$ cat src/design/tpu_ctrl_pkg.sv
package tpu_ctrl_pkg;

    // ========================================
    // array and datapath sizes
    // ========================================

    // systolic array is square, rows == columns
    localparam int array_w = 16;

    // scratchpad address width
    localparam int addr_w = 10;

    // wide enough to hold array_w itself
    localparam int cnt_w = 5;

    // weight row index
    localparam int idx_w = 4;

    localparam int cmd_w = 64;

    // ========================================
    // command field positions
    // ========================================

    // three 8-bit lengths at the bottom
    localparam int cmd_len_m_lsb = 0;
    localparam int cmd_len_k_lsb = cmd_len_m_lsb + 8;
    localparam int cmd_len_n_lsb = cmd_len_k_lsb + 8;

    // then four scratchpad addresses
    localparam int cmd_addr_a_lsb = cmd_len_n_lsb + 8;
    localparam int cmd_addr_b_lsb = cmd_addr_a_lsb + addr_w;
    // addr_c sits between b and d and is not decoded
    localparam int cmd_addr_d_lsb = cmd_addr_b_lsb + 2 * addr_w;

    // ========================================
    // weight stage states
    // ========================================
    typedef enum logic [1:0] {
        idle,
        load,
        gap
    } weight_state_t;

endpackage

$ cat src/design/activation_sequencer.sv
`timescale 1ns/1ns

module activation_sequencer (
    input  logic                              clk,
    input  logic                              rst,
    input  logic                              a_start,
    input  logic [tpu_ctrl_pkg::addr_w-1:0]   a_addr_a,
    input  logic [tpu_ctrl_pkg::addr_w-1:0]   a_addr_d,
    output logic                              rd_en_a,
    output logic [tpu_ctrl_pkg::addr_w-1:0]   rd_addr_a,
    output logic                              a_valid,
    output logic                              a_switch,
    output logic                              wb_push,
    output logic [tpu_ctrl_pkg::addr_w-1:0]   wb_addr_d,
    output logic                              active
);

    // counts 0..15 over the reads, 16 on the handoff cycle
    logic [tpu_ctrl_pkg::cnt_w-1:0] cnt;

    assign wb_push = active && (int'(cnt) == tpu_ctrl_pkg::array_w);

    // ========================================
    // burst control
    // ========================================
    always_ff @(posedge clk) begin
        if (rst) begin
            active   <= 1'b0;
            cnt      <= '0;
            rd_en_a  <= 1'b0;
            a_switch <= 1'b0;
            a_valid  <= 1'b0;
        end else begin
            a_switch <= 1'b0;
            a_valid  <= rd_en_a;

            if (a_start) begin
                // also taken on the handoff cycle of the previous burst
                active   <= 1'b1;
                cnt      <= '0;
                rd_en_a  <= 1'b1;
                a_switch <= 1'b1;
            end else if (active) begin
                if (wb_push) begin
                    active <= 1'b0;
                end else begin
                    cnt <= cnt + 1'b1;
                    if (int'(cnt) == tpu_ctrl_pkg::array_w - 1) begin
                        rd_en_a <= 1'b0;
                    end
                end
            end
        end
    end

    // ========================================
    // addresses
    // ========================================
    always_ff @(posedge clk) begin
        if (a_start) begin
            rd_addr_a <= a_addr_a;
            wb_addr_d <= a_addr_d;
        end else if (rd_en_a) begin
            rd_addr_a <= rd_addr_a + 1'b1;
        end
    end

    // weight stage spacing must leave room for a full burst
    a_start_when_free: assert property (
        @(posedge clk) disable iff (rst) a_start |-> (!active || wb_push)
    );

endmodule

$ cat src/design/cmd_queue.sv
`timescale 1ns/1ns

module cmd_queue (
    input  logic                              clk,
    input  logic                              rst,
    input  logic                              cmd_valid,
    input  logic [tpu_ctrl_pkg::cmd_w-1:0]    cmd_data,
    input  logic                              q_pop,
    output logic                              cmd_ready,
    output logic                              q_valid,
    output logic [tpu_ctrl_pkg::addr_w-1:0]   q_addr_a,
    output logic [tpu_ctrl_pkg::addr_w-1:0]   q_addr_b,
    output logic [tpu_ctrl_pkg::addr_w-1:0]   q_addr_d,
    output logic [7:0]                        q_len_k,
    output logic [7:0]                        q_len_n
);

    logic [tpu_ctrl_pkg::cmd_w-1:0] mem [4];
    logic [tpu_ctrl_pkg::cmd_w-1:0] head;
    logic [1:0]                     wr_ptr;
    logic [1:0]                     rd_ptr;
    logic [2:0]                     count;
    logic                           push;

    assign cmd_ready = (count != 3'd4);
    assign q_valid   = (count != 3'd0);
    assign push      = cmd_valid && cmd_ready;

    // control state
    always_ff @(posedge clk) begin
        if (rst) begin
            wr_ptr <= '0;
            rd_ptr <= '0;
            count  <= '0;
        end else begin
            if (push) begin
                wr_ptr <= wr_ptr + 1'b1;
            end
            if (q_pop) begin
                rd_ptr <= rd_ptr + 1'b1;
            end
            case ({push, q_pop})
                2'b10:   count <= count + 1'b1;
                2'b01:   count <= count - 1'b1;
                default: count <= count;
            endcase
        end
    end

    always_ff @(posedge clk) begin
        if (push) begin
            mem[wr_ptr] <= cmd_data;
        end
    end

    // head command split into fields
    assign head     = mem[rd_ptr];
    assign q_addr_a = head[tpu_ctrl_pkg::cmd_addr_a_lsb +: tpu_ctrl_pkg::addr_w];
    assign q_addr_b = head[tpu_ctrl_pkg::cmd_addr_b_lsb +: tpu_ctrl_pkg::addr_w];
    assign q_addr_d = head[tpu_ctrl_pkg::cmd_addr_d_lsb +: tpu_ctrl_pkg::addr_w];
    assign q_len_k  = head[tpu_ctrl_pkg::cmd_len_k_lsb +: 8];
    assign q_len_n  = head[tpu_ctrl_pkg::cmd_len_n_lsb +: 8];

    // the weight stage must only take a command that is there
    a_pop_not_empty: assert property (@(posedge clk) disable iff (rst) q_pop |-> q_valid);

endmodule

$ cat src/design/tpu_ctrl_top.sv
`timescale 1ns/1ns

module tpu_ctrl_top (
    input  logic                              clk,
    input  logic                              rst,
    input  logic                              cmd_valid,
    input  logic [tpu_ctrl_pkg::cmd_w-1:0]    cmd_data,
    input  logic                              core_wb_valid,
    output logic                              cmd_ready,
    output logic                              busy,
    output logic                              done_irq,
    output logic                              rd_en_b,
    output logic [tpu_ctrl_pkg::addr_w-1:0]   rd_addr_b,
    output logic                              accept_w,
    output logic [tpu_ctrl_pkg::idx_w-1:0]    weight_index,
    output logic                              rd_en_a,
    output logic [tpu_ctrl_pkg::addr_w-1:0]   rd_addr_a,
    output logic                              a_valid,
    output logic                              a_switch,
    output logic [tpu_ctrl_pkg::addr_w-1:0]   wr_addr_d,
    output logic [tpu_ctrl_pkg::array_w-1:0]  row_mask,
    output logic [tpu_ctrl_pkg::array_w-1:0]  col_mask
);

    // queue head
    logic                            q_valid;
    logic                            q_pop;
    logic [tpu_ctrl_pkg::addr_w-1:0] q_addr_a;
    logic [tpu_ctrl_pkg::addr_w-1:0] q_addr_b;
    logic [tpu_ctrl_pkg::addr_w-1:0] q_addr_d;
    logic [7:0]                      q_len_k;
    logic [7:0]                      q_len_n;

    // stage handoffs
    logic                            a_start;
    logic [tpu_ctrl_pkg::addr_w-1:0] a_addr_a;
    logic [tpu_ctrl_pkg::addr_w-1:0] a_addr_d;
    logic                            wb_push;
    logic [tpu_ctrl_pkg::addr_w-1:0] wb_addr_d;

    logic                            w_active;
    logic                            a_active;
    logic                            pending;

    assign busy = q_valid | w_active | a_active | pending;

    cmd_queue u_cmd_queue (
        .clk(clk), .rst(rst), .cmd_valid(cmd_valid), .cmd_data(cmd_data),
        .q_pop(q_pop), .cmd_ready(cmd_ready), .q_valid(q_valid),
        .q_addr_a(q_addr_a), .q_addr_b(q_addr_b), .q_addr_d(q_addr_d),
        .q_len_k(q_len_k), .q_len_n(q_len_n)
    );

    weight_sequencer u_weight_sequencer (
        .clk(clk), .rst(rst), .q_valid(q_valid), .q_addr_a(q_addr_a),
        .q_addr_b(q_addr_b), .q_addr_d(q_addr_d), .q_len_k(q_len_k),
        .q_len_n(q_len_n), .busy(busy), .q_pop(q_pop), .rd_en_b(rd_en_b),
        .rd_addr_b(rd_addr_b), .accept_w(accept_w), .weight_index(weight_index),
        .row_mask(row_mask), .col_mask(col_mask), .a_start(a_start),
        .a_addr_a(a_addr_a), .a_addr_d(a_addr_d), .active(w_active)
    );

    activation_sequencer u_activation_sequencer (
        .clk(clk), .rst(rst), .a_start(a_start), .a_addr_a(a_addr_a),
        .a_addr_d(a_addr_d), .rd_en_a(rd_en_a), .rd_addr_a(rd_addr_a),
        .a_valid(a_valid), .a_switch(a_switch), .wb_push(wb_push),
        .wb_addr_d(wb_addr_d), .active(a_active)
    );

    writeback_tracker u_writeback_tracker (
        .clk(clk), .rst(rst), .wb_push(wb_push), .wb_addr_d(wb_addr_d),
        .core_wb_valid(core_wb_valid), .wr_addr_d(wr_addr_d),
        .done_irq(done_irq), .pending(pending)
    );

endmodule

$ cat src/design/weight_sequencer.sv
`timescale 1ns/1ns

module weight_sequencer (
    input  logic                              clk,
    input  logic                              rst,
    input  logic                              q_valid,
    input  logic [tpu_ctrl_pkg::addr_w-1:0]   q_addr_a,
    input  logic [tpu_ctrl_pkg::addr_w-1:0]   q_addr_b,
    input  logic [tpu_ctrl_pkg::addr_w-1:0]   q_addr_d,
    input  logic [7:0]                        q_len_k,
    input  logic [7:0]                        q_len_n,
    input  logic                              busy,
    output logic                              q_pop,
    output logic                              rd_en_b,
    output logic [tpu_ctrl_pkg::addr_w-1:0]   rd_addr_b,
    output logic                              accept_w,
    output logic [tpu_ctrl_pkg::idx_w-1:0]    weight_index,
    output logic [tpu_ctrl_pkg::array_w-1:0]  row_mask,
    output logic [tpu_ctrl_pkg::array_w-1:0]  col_mask,
    output logic                              a_start,
    output logic [tpu_ctrl_pkg::addr_w-1:0]   a_addr_a,
    output logic [tpu_ctrl_pkg::addr_w-1:0]   a_addr_d,
    output logic                              active
);

    tpu_ctrl_pkg::weight_state_t     state;
    logic [tpu_ctrl_pkg::cnt_w-1:0]  cnt;
    logic [tpu_ctrl_pkg::array_w-1:0] row_mask_q;
    logic [tpu_ctrl_pkg::array_w-1:0] col_mask_q;

    // lowest len bits set, saturating at the array width
    function automatic logic [tpu_ctrl_pkg::array_w-1:0] thermo(input logic [7:0] len);
        logic [tpu_ctrl_pkg::array_w-1:0] m;
        for (int i = 0; i < tpu_ctrl_pkg::array_w; i++) begin
            m[i] = (i < int'(len));
        end
        return m;
    endfunction

    // next command can start from idle or straight out of the gap
    assign q_pop   = q_valid && (state != tpu_ctrl_pkg::load);
    assign a_start = (state == tpu_ctrl_pkg::gap);
    assign active  = (state != tpu_ctrl_pkg::idle);

    always_ff @(posedge clk) begin
        if (rst) begin
            state        <= tpu_ctrl_pkg::idle;
            cnt          <= '0;
            rd_en_b      <= 1'b0;
            accept_w     <= 1'b0;
            weight_index <= '0;
            row_mask_q   <= '0;
            col_mask_q   <= '0;
        end else begin
            case (state)
                tpu_ctrl_pkg::load: begin
                    cnt <= cnt + 1'b1;
                    // 16th read on the bus now
                    if (int'(cnt) == tpu_ctrl_pkg::array_w - 1) begin
                        rd_en_b <= 1'b0;
                        state   <= tpu_ctrl_pkg::gap;
                    end
                end
                default: begin
                    if (q_pop) begin
                        state   <= tpu_ctrl_pkg::load;
                        cnt     <= '0;
                        rd_en_b <= 1'b1;
                    end else begin
                        state <= tpu_ctrl_pkg::idle;
                    end
                end
            endcase

            if (q_pop) begin
                row_mask_q <= thermo(q_len_k);
                col_mask_q <= thermo(q_len_n);
            end

            // core side lags the read by one cycle, index counts down
            accept_w <= rd_en_b;
            if (rd_en_b) begin
                weight_index <= accept_w ? weight_index - 1'b1 : '1;
            end
        end
    end

    always_ff @(posedge clk) begin
        if (q_pop) begin
            rd_addr_b <= q_addr_b;
            a_addr_a  <= q_addr_a;
            a_addr_d  <= q_addr_d;
        end else if (rd_en_b) begin
            rd_addr_b <= rd_addr_b + 1'b1;
        end
    end

    // masks hold across stage gaps until all work drains
    assign row_mask = busy ? row_mask_q : '0;
    assign col_mask = busy ? col_mask_q : '0;

endmodule

$ cat src/design/writeback_tracker.sv
`timescale 1ns/1ns

module writeback_tracker (
    input  logic                              clk,
    input  logic                              rst,
    input  logic                              wb_push,
    input  logic [tpu_ctrl_pkg::addr_w-1:0]   wb_addr_d,
    input  logic                              core_wb_valid,
    output logic [tpu_ctrl_pkg::addr_w-1:0]   wr_addr_d,
    output logic                              done_irq,
    output logic                              pending
);

    // destination queue, head entry is the one being written
    logic [tpu_ctrl_pkg::addr_w-1:0] dq_mem [4];
    logic [1:0]                      wr_ptr;
    logic [1:0]                      rd_ptr;
    logic [2:0]                      count;
    logic                            full;

    // rows already written for the head entry
    logic [tpu_ctrl_pkg::addr_w-1:0] row_off;
    logic                            row_hit;
    logic                            retire;

    assign pending = (count != 3'd0);
    assign full    = (count == 3'd4);
    assign row_hit = core_wb_valid && pending;
    assign retire  = row_hit && (int'(row_off) == tpu_ctrl_pkg::array_w - 1);

    // address steps from the head destination
    assign wr_addr_d = dq_mem[rd_ptr] + row_off;

    // ========================================
    // queue and row counter
    // ========================================
    always_ff @(posedge clk) begin
        if (rst) begin
            wr_ptr   <= '0;
            rd_ptr   <= '0;
            count    <= '0;
            row_off  <= '0;
            done_irq <= 1'b0;
        end else begin
            done_irq <= retire;

            if (wb_push) begin
                wr_ptr <= wr_ptr + 1'b1;
            end

            if (row_hit) begin
                row_off <= retire ? '0 : row_off + 1'b1;
            end

            // 16th row frees the head
            if (retire) begin
                rd_ptr <= rd_ptr + 1'b1;
            end

            case ({wb_push, retire})
                2'b10:   count <= count + 1'b1;
                2'b01:   count <= count - 1'b1;
                default: count <= count;
            endcase
        end
    end

    always_ff @(posedge clk) begin
        if (wb_push) begin
            dq_mem[wr_ptr] <= wb_addr_d;
        end
    end

    // a slow core must not let destinations pile past four
    a_no_overflow: assert property (@(posedge clk) disable iff (rst) wb_push |-> !full);

endmodule

$ cat config.mk
export PLATFORM = sky130hd
export DESIGN_NAME = tpu_ctrl_top
export DESIGN_NICKNAME = d
export VERILOG_FILES = /design/src/design/tpu_ctrl_pkg.sv /design/src/design/activation_sequencer.sv /design/src/design/cmd_queue.sv /design/src/design/tpu_ctrl_top.sv /design/src/design/weight_sequencer.sv /design/src/design/writeback_tracker.sv
export SDC_FILE = /design/constraint.sdc
export NUM_CORES = 1
export LEC_CHECK = 0
export ABC_AREA = 1
export BUFFER_PORTS_ARGS = -buffer_cell sky130_fd_sc_hd__buf_2
export CELL_PAD_IN_SITES_DETAIL_PLACEMENT = 1
export CELL_PAD_IN_SITES_GLOBAL_PLACEMENT = 2
export CORE_ASPECT_RATIO = 0.5
export CORE_MARGIN = 4
export CORE_UTILIZATION = 39
export CTS_CLUSTER_DIAMETER = 200
export DETAILED_ROUTE_END_ITERATION = 10
export GPL_ROUTABILITY_DRIVEN = 1
export PLACE_DENSITY_LB_ADDON = 0.08
export SYNTH_ARGS = -nofsm -noshare
export SYNTH_HDL_FRONTEND = slang
export SYNTH_SLANG_ARGS = --single-unit
$ cat constraint.sdc
create_clock -name clk -period 3.7 [get_ports clk]
set_clock_uncertainty 0.2 [all_clocks]
set_input_delay 0.555 -clock clk [delete_from_list [all_inputs] [get_ports clk]]
set_output_delay 0.555 -clock clk [all_outputs]
set_load 0.05 [all_outputs]
# Word level (Yosys, flattened, before mapping)

Memory sizes are Yosys's and may differ from the RTL's. A register that Yosys moved wholly into a read port is not among the register bits.
Index checks and enable logic that the tools add are counted.
Widths: inputs -> output; s select.

Output and inout port bits: 74
Register bits after elaboration: 129
Memory bits (writable): 296
Input bits: 68
Memories kept: 2
Logic and storage cells: 145

Reductions and logical operators: 19
Mux-type cells: 34
Order comparisons: 32
Bitwise logic cells: 4
Add/sub/neg operators: 15
Eq/ne operators: 14

Memory list:

| memory                     | words | bits a word | read ports | clocked after memory_dff | wr ports | RTL line                | source |
|---|---|---|---|---|---|---|---|
| u_cmd_queue.mem            | 4     | 64          | 1          | 1                        | 1        | cmd_queue.sv:18         | `logic [tpu_ctrl_pkg::cmd_w-1:0] mem [4];` |
| u_writeback_tracker.dq_mem | 4     | 10          | 1          | 1                        | 1        | writeback_tracker.sv:15 | `logic [tpu_ctrl_pkg::addr_w-1:0] dq_mem [4];` |

Operators by type and width:

| kind                  | count |
|---|---|
| $lt 4x8->1 const A    | 16 |
| $lt 3x8->1 const A    | 8 |
| $mux 10               | 5 |
| $lt 1x8->1 const A    | 4 |
| $lt 2x8->1 const A    | 4 |
| $mux 16               | 2 |
| $add 10x1->10 const B | 3 |
| $mux 1                | 16 |
| $reduce_bool 2->1     | 8 |
| $eq 5x5->1 const B    | 3 |
| $mux 2                | 6 |
| $pmux 3 s2            | 2 |
| $add 10x10->10        | 1 |
| $add 5x1->5 const B   | 2 |
| $eq 10x5->1 const B   | 1 |
| $mux 5                | 2 |
| $add 2x1->2 const B   | 4 |
| $add 3x1->3 const B   | 2 |
| $eq 2x1->1 const B    | 3 |
| $eq 2x2->1 const B    | 3 |
| $reduce_bool 3->1     | 2 |
| $sub 3x1->3 const B   | 2 |
| $logic_and 1x1->1     | 5 |
| $mux 4                | 1 |
| 9 further kinds       | 13 |

# Logic depth before layout (Yosys ltp)

Gate-level depths: netlist of run 1.

Depth in word-level cells: 5
Gate-level depth with buffers: 14
Depth with buffers taken out: 13

# Cells and area by module

Synthesis of run 1 repeated with hierarchy kept, for this count alone.

Cell total of the unflattened synthesis: 1407
Area, all modules: 15021.9 um^2

Modules (own cells, without submodules):

| module               | area each (um^2) | cells each | instances |
|---|---|---|---|
| cmd_queue            | 7287.0           | 509        | 1 |
| weight_sequencer     | 3409.5           | 428        | 1 |
| writeback_tracker    | 2962.8           | 319        | 1 |
| activation_sequencer | 1351.3           | 148        | 1 |
| tpu_ctrl_top         | 11.3             | 3          | 1 |

# Least setup slack after synthesis of run 1

Ideal clock, no wire load.

Path type: reg2reg
Start: reg u_cmd_queue.count[1]
End: mem u_cmd_queue.mem[0][10] in the netlist's numbering (enable)
Path slack: 0.059 ns
Clock period less this slack: 3.641 ns
Required time: 3.050 ns
Buffers on the path: 0
Data arrival time: 2.991 ns
Library setup time: 0.450 ns
Stages on the path, launching flop included: 5
Path through: dfxtp_1 > nor2_1 > nand2_1 > nand2_1 > nor2_1

Cells in the longest elaborated chain, start to end: 4

RTL lines:

| item                         | RTL line          | source |
|---|---|---|
| from (decl)                  | cmd_queue.sv:22   | `logic [2:0] count;` |
| from (signal assigned)       | cmd_queue.sv:43   | `2'b10: count <= count + 1'b1;` |
| from (signal assigned)       | cmd_queue.sv:44   | `2'b01: count <= count - 1'b1;` |
| from (signal assigned)       | cmd_queue.sv:45   | `default: count <= count;` |
| $ne 3x3->1                   | cmd_queue.sv:25   | `assign cmd_ready = (count != 3'd4);` |
| via cmd_ready                | tpu_ctrl_top.sv:9 | `output logic cmd_ready,` |
| $logic_and 1x1->1            | cmd_queue.sv:27   | `assign push = cmd_valid && cmd_ready;` |
| $mux 1                       | cmd_queue.sv:51   | `if (push) begin` |
| $mux 1 (not written as such) | cmd_queue.sv:52   | `mem[wr_ptr] <= cmd_data;` |
| to (decl)                    | cmd_queue.sv:18   |  |

The timed path passes the listed nets, and every way through them passes these cells.

==> flow_summary_export.csv, run 1 <==
group,metric,value,unit
outcome,status,"complete, no violations",
critical_path,crit_path_start_kind,"register",
clock_tree,clk_pin_slew,70,ps
critical_path,timing_worst_setup_path_type,"register to output pin",
timing,finalHoldViolCount,0,
worst_hold_path,hold_path_depth,1,
clock_tree,cts_inserted_buffers,35,
worst_hold_path,hold_path.class,"input pin to register",
finish,layout_cells_sized_above_1,0.172,
timing,max_freq,0.287,GHz
critical_path,timing.critical_path.fanout_max,12,
logic_synthesis,synth.ff_latch_count,357,
finish,layout.cells.non_filler,1993,
logic_synthesis,synth.lib_cells_used.distinct,44,
floorplanning,chipHeight,146,µm
global_route,grt_start_max_net_pins,83,
critical_path,r2r-start,"u_writeback_tracker.row_off[0]",
pwr,total_power,13.0,mW
logic_synthesis,synth_top_area_cell,"edfxtp_1",
critical_path,critical-path-slowest-cell,"fa_2",
critical_path,critical_path_cell_count,13,
logic_synthesis,synth_nets,1440,
placed_design,dpl-instance-area,15900,µm²
finish,final_net_count,1571,
placed_design,placed_wire_length_estimate,23800,µm
route,drc_errors,0,
worst_hold_path,worst_hold_startpoint,"cmd_data[26]",
clock_tree,cts.root.buffer_cell,"clkbuf_16",
finish,multi_input_combinational_cell_area,4180,µm²
floorplanning,pin_count,142,
timing,final-max-slew-violation-count,0,
placed_design,gp_congestion,0.760,
clock_tree,cts_max_path_buffers,3,
global_route,grt_first_pass_wirelength,57800,µm
timing,fin_ws,212,ps
timing,final.min_clock_period,3490,ps
floorplanning,core_area,37300,µm²
finish,syn_to_final_growth,16.3,%
finish,register_area,9890,µm²
timing,totalNegativeSetupSlack,0,ps
floorplanning,die_width,283,µm
timing,worst_slew_margin_rel,0.291,
global_route,gr-usage-all-layers,0.176,
critical_path,timing.critical_path.to_type,"output pin",
timing,post_route_fraction_of_the_period_consumed_by_the_critical_path,0.943,
logic_synthesis,synth_cells,1341,
logic_synthesis,synth_cell_area,14800,µm²
clock_tree,cts.sink_count,357,
critical_path,critical_path.top_delay_family,"compound AO/OA/AOI/OAI gates",
global_route,grt.overflow.total,0,
critical_path,arr_time_crit_path,2730,ps
clock_tree,tritoncts,"done",
logic_synthesis,synth_area_per_cell,11.0,µm²
critical_path,critical-path-max-stage-delay,360,ps
finish,fillerInstances,4028,
timing,setup_violations,0,
flow_run,max_cap_viol_count,0,
logic_synthesis,synth_area_leaders,"edfxtp_1 (56%), dfxtp_1 (11%), nor2_1 (5.4%)",
finish,postLayoutCellArea,17200,µm²
pwr,peakVddDrop,0.322,mV
clock_tree,insertion_delay,530,ps
route,finalWirelength,36500,µm
route,routedWlPerCell,18.3,µm
floorplanning,initial_utilization,0.395,
critical_path,reg2reg_slack,900,ps
logic_synthesis,synth_top_area_share,0.558,
placed_design,io_buffers,123,
placed_design,placement.setup.worst_slack,222,ps
route,number_of_vias_in_the_routed_layout,9964,
pwr,cellPowerDensity,755,nW/µm²
critical_path,crit_required,2940,ps
logic_synthesis,part_of_the_yosys_area_used_for_sequential_elements,0.670,
critical_path,crit_chain,"buf_6 > o21ai_0 > o22ai_1 > ha_2 > inv_1 > fa_2 > o21ai_2 > nand3_2 > a21oi_2 > nor2_1 > nand2_1 > nand2_1 > buf_4",
critical_path,worst-path-buf-inv,3,
critical_path,r2r_cells,12,
route,initialDrtViolationCount,446,
placed_design,placed_cells,1928,
floorplanning,rows,50,
global_route,first_global_vias,10500,
route,first_pass_iters,4,
timing,timing_worst_slew_pin_value,1060,ps
logic_synthesis,yosysWarnings,0,
critical_path,cpMostUsedCell,"nand2_1",
floorplanning,die_area,41200,µm²
route,postRouteAntennaNets,0,
pwr,power_leakage,6.50,nW
route,viasPerCell,5.00,
clock_tree,clock_tree.htree_level_count,2,
global_route,antenna_found_initial,4,
-- synth_stat cells, drive strengths merged --
library cell	n
a211oi	1
a21boi	1
a21oi	67
a22oi	4
a31oi	8
a32o	1
a32oi	1
and2	1
and3	1
buf	30
clkbuf	22
dfxtp	83
edfxtp	274
fa	3
ha	28
inv	119
nand2	196
nand3	64
nand3b	6
nand4	8
nor2	218
nor3	11
nor3b	2
o211ai	4
o21ai	129
o21bai	2
o22ai	35
or2	5
xnor2	6
xor2	11
-- power breakdown --
part / internal, mW / total [mW] / leakage [nW] / switching [mW]
combinational: 0.915 / 3.84 / 2.72 / 2.92
sequential: 5.13 / 5.42 / 3.19 / 0.292
clock: 2.17 / 3.69 / 0.585 / 1.52
-- what timing repair did --
item,4_1_cts,5_1_grt
hold buffers,0,0
gates cloned,0,0
endpoints found under the setup margin,5,6
buffers inserted,0,1
pin swaps,0,1
resized for setup,9,9
-- state kept, by name, summed over array words and instances (netlist names), 3 cells and up, named ones only --
signal and cells:
u_cmd_queue.mem 184, u_writeback_tracker.dq_mem 40, u_weight_sequencer.col_mask_q 16, u_weight_sequencer.row_mask_q 16, u_activation_sequencer.rd_addr_a 10, u_activation_sequencer.wb_addr_d 10, u_weight_sequencer.a_addr_a 10, u_weight_sequencer.a_addr_d 10
u_weight_sequencer.rd_addr_b 10, u_writeback_tracker.row_off 10, u_activation_sequencer.cnt 5, u_weight_sequencer.cnt 5, u_weight_sequencer.weight_index 4, u_cmd_queue.count 3, u_writeback_tracker.count 3
-- routing by layer --
layer | vias up | wire (µm) | track usage
met1 | 4939 | 16500 | 0.225
met4 | 4 | 599 | 0.0390
met3 | 48 | 1350 | 0.0360
li1 | 4870 | - | -
met2 | 103 | 18000 | 0.312
met5 | - | 34 | 0
-- cells in the final DEF (no fill, tap or decap), types with 8 or more instances in the layout --
cell type    n
nand2_2     15
xor2_1      11
o22ai_1     35
dfxtp_1     80
edfxtp_1   274
ha_1        27
a21oi_1     64
buf_4       20
nand2_1    180
o21ai_0    127
nor2_1     207
a31oi_1      8
clkbuf_16   35
nand3_2      8
buf_2      120
nand4_1      8
nor3_1       9
clkinv_2     8
inv_1      113
nand3_1     56
-- final cells by class --
class,count,area share
diodes,1,0.000146
repair buffers,146,0.0483
well taps,494,0.0360
flip-flops and latches,357,0.576
inverters,119,0.0263
clock inverters,24,0.0172
multi-input cells,813,0.244
clock buffers,39,0.0519
-- final timing paths --
path,endpoint
min reg2reg,u_activation_sequencer.wb_addr_d[1]
min,u_cmd_queue.mem[0][26]
max reg2reg,u_writeback_tracker.count[2]
max,wr_addr_d[8]
-- per-stage QoR --
stage                     hold WS [ps]  utilization
after global routing              9.74        0.460
after CTS                         2.66        0.459
after detailed placement           210        0.426
after global placement             203        0.426
after floorplan                    200            -
final                             36.6        0.460
-- logic make-up (layout without fill, tap and decap cells) --
kind of cell	Yosys count	count (layout)	synth area share
XOR/XNOR	17	17	0.0101
AO/OA/AOI/OAI	253	253	0.0921
AND/OR/NAND/NOR	512	512	0.150
flip-flops	357	357	0.670
other	0	1	0
buffers and inverters	171	328	0.0502
adder cells (fa/ha/maj)	31	31	0.0278
Power figures use the tool's default switching activity.
==> run 2: changes to the inputs <==
Settings changed: PLACE_DENSITY_LB_ADDON 0.08 to 0.1.
==> run 2 against run 1 <==
  * Wire length increased by 0.24%
  * Final area shrank 0.35%
  * Register-to-register slack worse by 50 ps
  * Critical path depth up 1
  * Utilization decreased by 0.16 points
  * First-iteration DRC count decreased by 13%
  * Sequential power barely moved
  * Non-clock buffer count is 2 higher
==> flow_summary_export.csv, run 2 (synthesized netlist as in run 1, its figures left out) <==
group,metric,value,unit
outcome,status,"complete, no violations",
pwr,total_power,12.8,mW
route,drc_errors,0,
global_route,first_global_vias,10700,
route,routedWlPerCell,18.4,µm
clock_tree,cts_inserted_buffers,35,
worst_hold_path,hold_path_depth,1,
finish,largest-register,"u_cmd_queue.mem",
finish,layout_cells_sized_above_1,0.170,
clock_tree,clk_pin_slew,60,ps
timing,timing_worst_slew_pin_value,1070,ps
finish,layout_common_cells,"edfxtp_1 (274), nor2_1 (207), nand2_1 (180)",
timing,finalHoldWorstSlack,28.3,ps
timing,final.min_clock_period,3460,ps
global_route,grt_start_max_net_pins,83,
floorplanning,pin_count,142,
route,number_of_vias_in_the_routed_layout,10000,
timing,post_route_fraction_of_the_period_consumed_by_the_critical_path,0.935,
timing,final-max-slew-violation-count,0,
critical_path,r2r-end,"u_writeback_tracker.count[2]",
critical_path,r2r_cells,12,
finish,largest_registers,"u_cmd_queue.mem x184, u_writeback_tracker.dq_mem x40",
critical_path,reg2reg_slack,850,ps
timing,finalHoldViolCount,0,
timing,setup_violations,0,
clock_tree,tritoncts,"done",
finish,largest_register_ffs,184,
floorplanning,core_area,37300,µm²
pwr,power_switching_share,0.371,
worst_hold_path,hold_path.class,"input pin to register",
finish,utilization,0.458,
critical_path,r2r-start,"u_writeback_tracker.row_off[0]",
critical_path,timing_worst_setup_path_type,"register to output pin",
clock_tree,cts.root.buffer_cell,"clkbuf_16",
pwr,net-switching-power,4.73,mW
route,initialDrtViolationCount,387,
finish,final_common_cell,"edfxtp_1",
finish,n_antenna_cell,0,
global_route,gr-usage-all-layers,0.177,
global_route,grt_first_pass_wirelength,58600,µm
finish,syn_to_final_growth,15.9,%
global_route,grt.overflow.total,0,
floorplanning,initial_utilization,0.395,
route,finalWirelength,36600,µm
floorplanning,chipHeight,146,µm
pwr,pwr-share-comb,0.298,
placed_design,placed_wire_length_estimate,23600,µm
route,first_pass_iters,4,
critical_path,arr_time_crit_path,2710,ps
clock_tree,clock_tree.htree_level_count,2,
finish,final_net_count,1573,
timing,worst_slew_margin_rel,0.287,
flow_run,max_cap_viol_count,0,
placed_design,placed_cells,1924,
worst_hold_path,worst_hold_startpoint,"cmd_data[41]",
critical_path,timing.critical_path.to_type,"output pin",
pwr,intPower,8.02,mW
worst_hold_path,whs_endpoint,"u_cmd_queue.mem[0][41]",
route,postRouteAntennaNets,0,
route,viasPerCell,5.03,
timing,fin_ws,240,ps
pwr,peakVddDrop,0.284,mV
clock_tree,insertion_delay,540,ps
pwr,power_leakage,6.46,nW
critical_path,timing.critical_path.fanout_max,5,
pwr,cellPowerDensity,746,nW/µm²
critical_path,crit_required,2940,ps
floorplanning,die_width,283,µm
placed_design,gp_congestion,0.780,
pwr,power.share.sequential,0.426,
pwr,power.share.clock,0.276,
floorplanning,rows,50,
global_route,antenna_found_initial,3,
clock_tree,cts_max_path_buffers,3,
placed_design,placement.setup.worst_slack,323,ps
timing,max_freq,0.289,GHz
clock_tree,cts.sink_count,357,
finish,layout.cells.non_filler,1993,
critical_path,crit_path_start_kind,"register",
floorplanning,die_area,41200,µm²
placed_design,io_buffers,123,
[run 2: cell count changes in the layout (fill, tap and decap cells not counted), sizes merged]
cell	before	now
dlygate4sd3	0	2
inv	120	121
clkinv	17	13
bufinv	6	2
clkbuf	41	47
diode	1	0
[run 2: final cells by class]
type                       count  area (µm²)
inverter                     119         452
clock inverter                17         145
sequential                   357        9900
multi-input combinational    813        4200
fill                        4005       20200
clock buffer                  45         975
timing repair buffer         148         823
tap                          494         618
[run 2: how the worst max path moves through the flow]
stage	from	slack [ps]	to
finish	register	240	wr_addr_d[8]
global route	register	-10	wr_addr_d[8]
global placement	register	420	wr_addr_d[8]
floorplan	u_cmd_queue.count[1]	60	u_cmd_queue.mem[0][10]
detailed placement	register	320	wr_addr_d[8]
CTS	register	40	wr_addr_d[8]
[run 2: power by group through the flow]
stage	sequential (mW)	combinational (mW)	clock (mW)
global placement	5.50	3.77	0
CTS	5.45	3.87	3.64
global route	5.50	4.21	3.83
floorplan	5.71	2.56	0
finish	5.43	3.80	3.52
detailed placement	5.53	3.86	0
[run 2: critical path: stages (launching register included)]
cell and delay, ps:
dfxtp_1 360, inv_2 70, buf_4 130, buf_4 140
o21ai_1 90, o22ai_2 110, ha_2 400, nand2_1 80
o21ai_2 170, nand3_1 130, a21oi_2 160, nor2_1 50
nand2_1 60, nand2_1 50, buf_4 190
[run 2: through the flow]
step | setup TNS (ps) | area [µm²]
after CTS | 0 | 17000
after floorplan | 0 | 14800
final | 0 | 17100
after detailed placement | 0 | 15900
after global placement | 0 | 15900
after global routing | -15.2 | 17100
[run 2: routing by layer]
| metal | vias up | part of all wire | track usage |
|---|---|---|---|
| met2 | 98 | 0.50 | 0.322 |
| met1 | 5007 | 0.45 | 0.224 |
| met4 | 6 | 0.014 | 0.0335 |
| li1 | 4870 | - | - |
| met5 | - | 0.0013 | 0 |
| met3 | 38 | 0.033 | 0.0336 |
[run 2: what timing repair did]
item | 4_1_cts | 5_1_grt
gates resized for setup | 9 | 13
buffers inserted | 0 | 5
endpoints found under the setup margin | 5 | 5
hold buffers | 2 | 0
pin swaps | 0 | 3
hold endpoints to repair | 8 | 0
==> run 3: changes to the inputs <==
Settings changed: CTS_CLUSTER_SIZE set to 12, MAX_ROUTING_LAYER set to met4.
==> run 3 against run 2 <==
  * Non-clock buffer count is 2 higher
  * Fmax is 3.8% lower
  * Clock-buffer cell count rose by 5
  * Cell count fell by 0.20%
  * Sequential power hardly changed
  * Final area shrank 0.75%
  * Setup slack worse by 140 ps
  * Utilization down 0.34 points
  * Largest power group unchanged
==> flow_summary_export.csv, run 3 (synthesized netlist as in run 1, its figures left out) <==
group,metric,value,unit
outcome,status,"complete, no violations",
floorplanning,initial_utilization,0.395,
placed_design,placed_wire_length_estimate,23600,µm
finish,final_net_count,1575,
clock_tree,clk_pin_slew,60,ps
clock_tree,cts_inserted_buffers,35,
route,routedWlPerCell,18.5,µm
finish,final_common_cell,"edfxtp_1",
global_route,grt_first_pass_wirelength,58600,µm
finish,layout_common_cells,"edfxtp_1 (274), nor2_1 (206), nand2_1 (180)",
worst_hold_path,hold_path.class,"input pin to register",
floorplanning,rows,50,
pwr,cellPowerDensity,733,nW/µm²
flow_run,max_cap_viol_count,0,
clock_tree,cts_max_path_buffers,3,
route,finalWirelength,36800,µm
clock_tree,cts.sink_count,357,
timing,setup_violations,0,
critical_path,crit_path_start_kind,"register",
clock_tree,cts_hold_buf,0,
critical_path,timing.critical_path.to_type,"output pin",
floorplanning,chipHeight,146,µm
timing,post_route_fraction_of_the_period_consumed_by_the_critical_path,0.972,
finish,postLayoutCellArea,17000,µm²
finish,largest_register_ffs,184,
floorplanning,die_area,41200,µm²
timing,final.min_clock_period,3600,ps
critical_path,critical-path-slowest-cell,"dfxtp_2",
pwr,peakVddDrop,0.279,mV
clock_tree,cts.root.buffer_cell,"clkbuf_16",
critical_path,critical-path-max-stage-delay,380,ps
worst_hold_path,hold_path_depth,1,
timing,finalHoldWorstSlack,39.9,ps
placed_design,gp_congestion,0.792,
timing,timing_worst_slew_pin_value,1090,ps
finish,fillerInstances,4010,
timing,finalHoldViolCount,0,
pwr,power_leakage,6.39,nW
route,viasPerCell,5.05,
route,drc_errors,0,
critical_path,arr_time_crit_path,2840,ps
route,postRouteAntennaNets,0,
clock_tree,tritoncts,"done",
critical_path,reg2reg_slack,870,ps
route,initialDrtViolationCount,431,
critical_path,crit_chain,"inv_2 > buf_4 > o21ai_0 > o22ai_1 > ha_1 > a21oi_1 > o21ai_2 > a21oi_2 > o21ai_0 > nand2_1 > nand2_1 > clkbuf_4",
timing,totalNegativeSetupSlack,0,ps
placed_design,io_buffers,123,
floorplanning,core_area,37300,µm²
finish,largest-register,"u_cmd_queue.mem",
route,first_pass_iters,5,
critical_path,timing.critical_path.fanout_max,12,
critical_path,r2r_cells,12,
global_route,grt_start_max_net_pins,83,
finish,largest_registers,"u_cmd_queue.mem x184, u_writeback_tracker.dq_mem x40",
timing,worst_slew_margin_rel,0.270,
route,number_of_vias_in_the_routed_layout,10000,
clock_tree,insertion_delay,530,ps
finish,utilization,0.455,
critical_path,timing_worst_setup_path_type,"register to output pin",
global_route,grt.overflow.total,0,
clock_tree,clock_tree.htree_level_count,2,
global_route,antenna_found_initial,3,
floorplanning,pin_count,142,
global_route,first_global_vias,10700,
timing,final-max-slew-violation-count,0,
finish,syn_to_final_growth,15.0,%
critical_path,crit_required,2940,ps
timing,max_freq,0.278,GHz
pwr,total_power,12.4,mW
global_route,gr-usage-all-layers,0.183,
finish,layout_cells_sized_above_1,0.166,
floorplanning,die_width,283,µm
placed_design,dpl-instance-area,15900,µm²
## run 3: changes by cell type in the layout (fill, tap and decap cells not counted), sizes merged
cell,before,now
clkinv,13,3
diode,0,3
dlygate4sd3,2,0
bufinv,2,0
inv,121,119
buf,144,148
clkbuf,47,52
## run 3: path summary, 6_finish.rpt
check	from	endpoint
worst max-delay path	register	wr_addr_d[7]
worst min-delay path	cmd_data[27]	u_cmd_queue.mem[0][27]
worst min register to register	u_weight_sequencer.a_addr_d[3]	u_activation_sequencer.wb_addr_d[3]
worst max register to register	u_writeback_tracker.row_off[0]	u_writeback_tracker.count[2]
## run 3: where the power goes
| group | switching, mW | internal, mW |
|---|---|---|
| combinational | 2.92 | 0.885 |
| sequential | 0.303 | 5.13 |
| clock | 1.45 | 1.75 |
| total | 4.67 | 7.77 |
## run 3: per-stage QoR
step	setup slack (ps)	std cells
floorplan	59.2	1341
global placement	422	1924
detailed placement	323	1924
CTS	17.2	1977
global route	-56.6	1989
finish	103	1989
## run 3: critical path: cells and delay by family (launching register included)
kind                     cells  cell delay [ps]
AND/OR/NAND/NOR              2              120
adder cells (fa/ha/maj)      1              360
buffers and inverters        3              470
AO/OA/AOI/OAI                6              990
flip-flops                   1              380
## run 3: what timing repair did
| action | in CTS | in global routing |
|---|---|---|
| buffers inserted | 0 | 9 |
| endpoints found under the setup margin | 5 | 5 |
| resized for setup | 9 | 10 |
| pin swaps | 0 | 3 |
## run 3: area by class of cell
type	count	area (µm²)	area share
clock buffers	50	932	0.0549
flip-flops and latches	357	9890	0.583
repair buffers	150	833	0.0491
diodes	3	7.51	0.000442
well taps	494	618	0.0364
inverters	119	449	0.0265
clock inverters	3	37.5	0.00221
multi-input cells	813	4210	0.248
## run 3: metal layers
layer / share of wire / track usage / vias to the layer above / wire length, µm
met5: 0 / - / - / 0
met2: 0.51 / 0.322 / 118 / 18600
met3: 0.035 / 0.0338 / 38 / 1300
met1: 0.45 / 0.222 / 5006 / 16400
li1: - / - / 4873 / -
met4: 0.014 / 0.0350 / 0 / 498
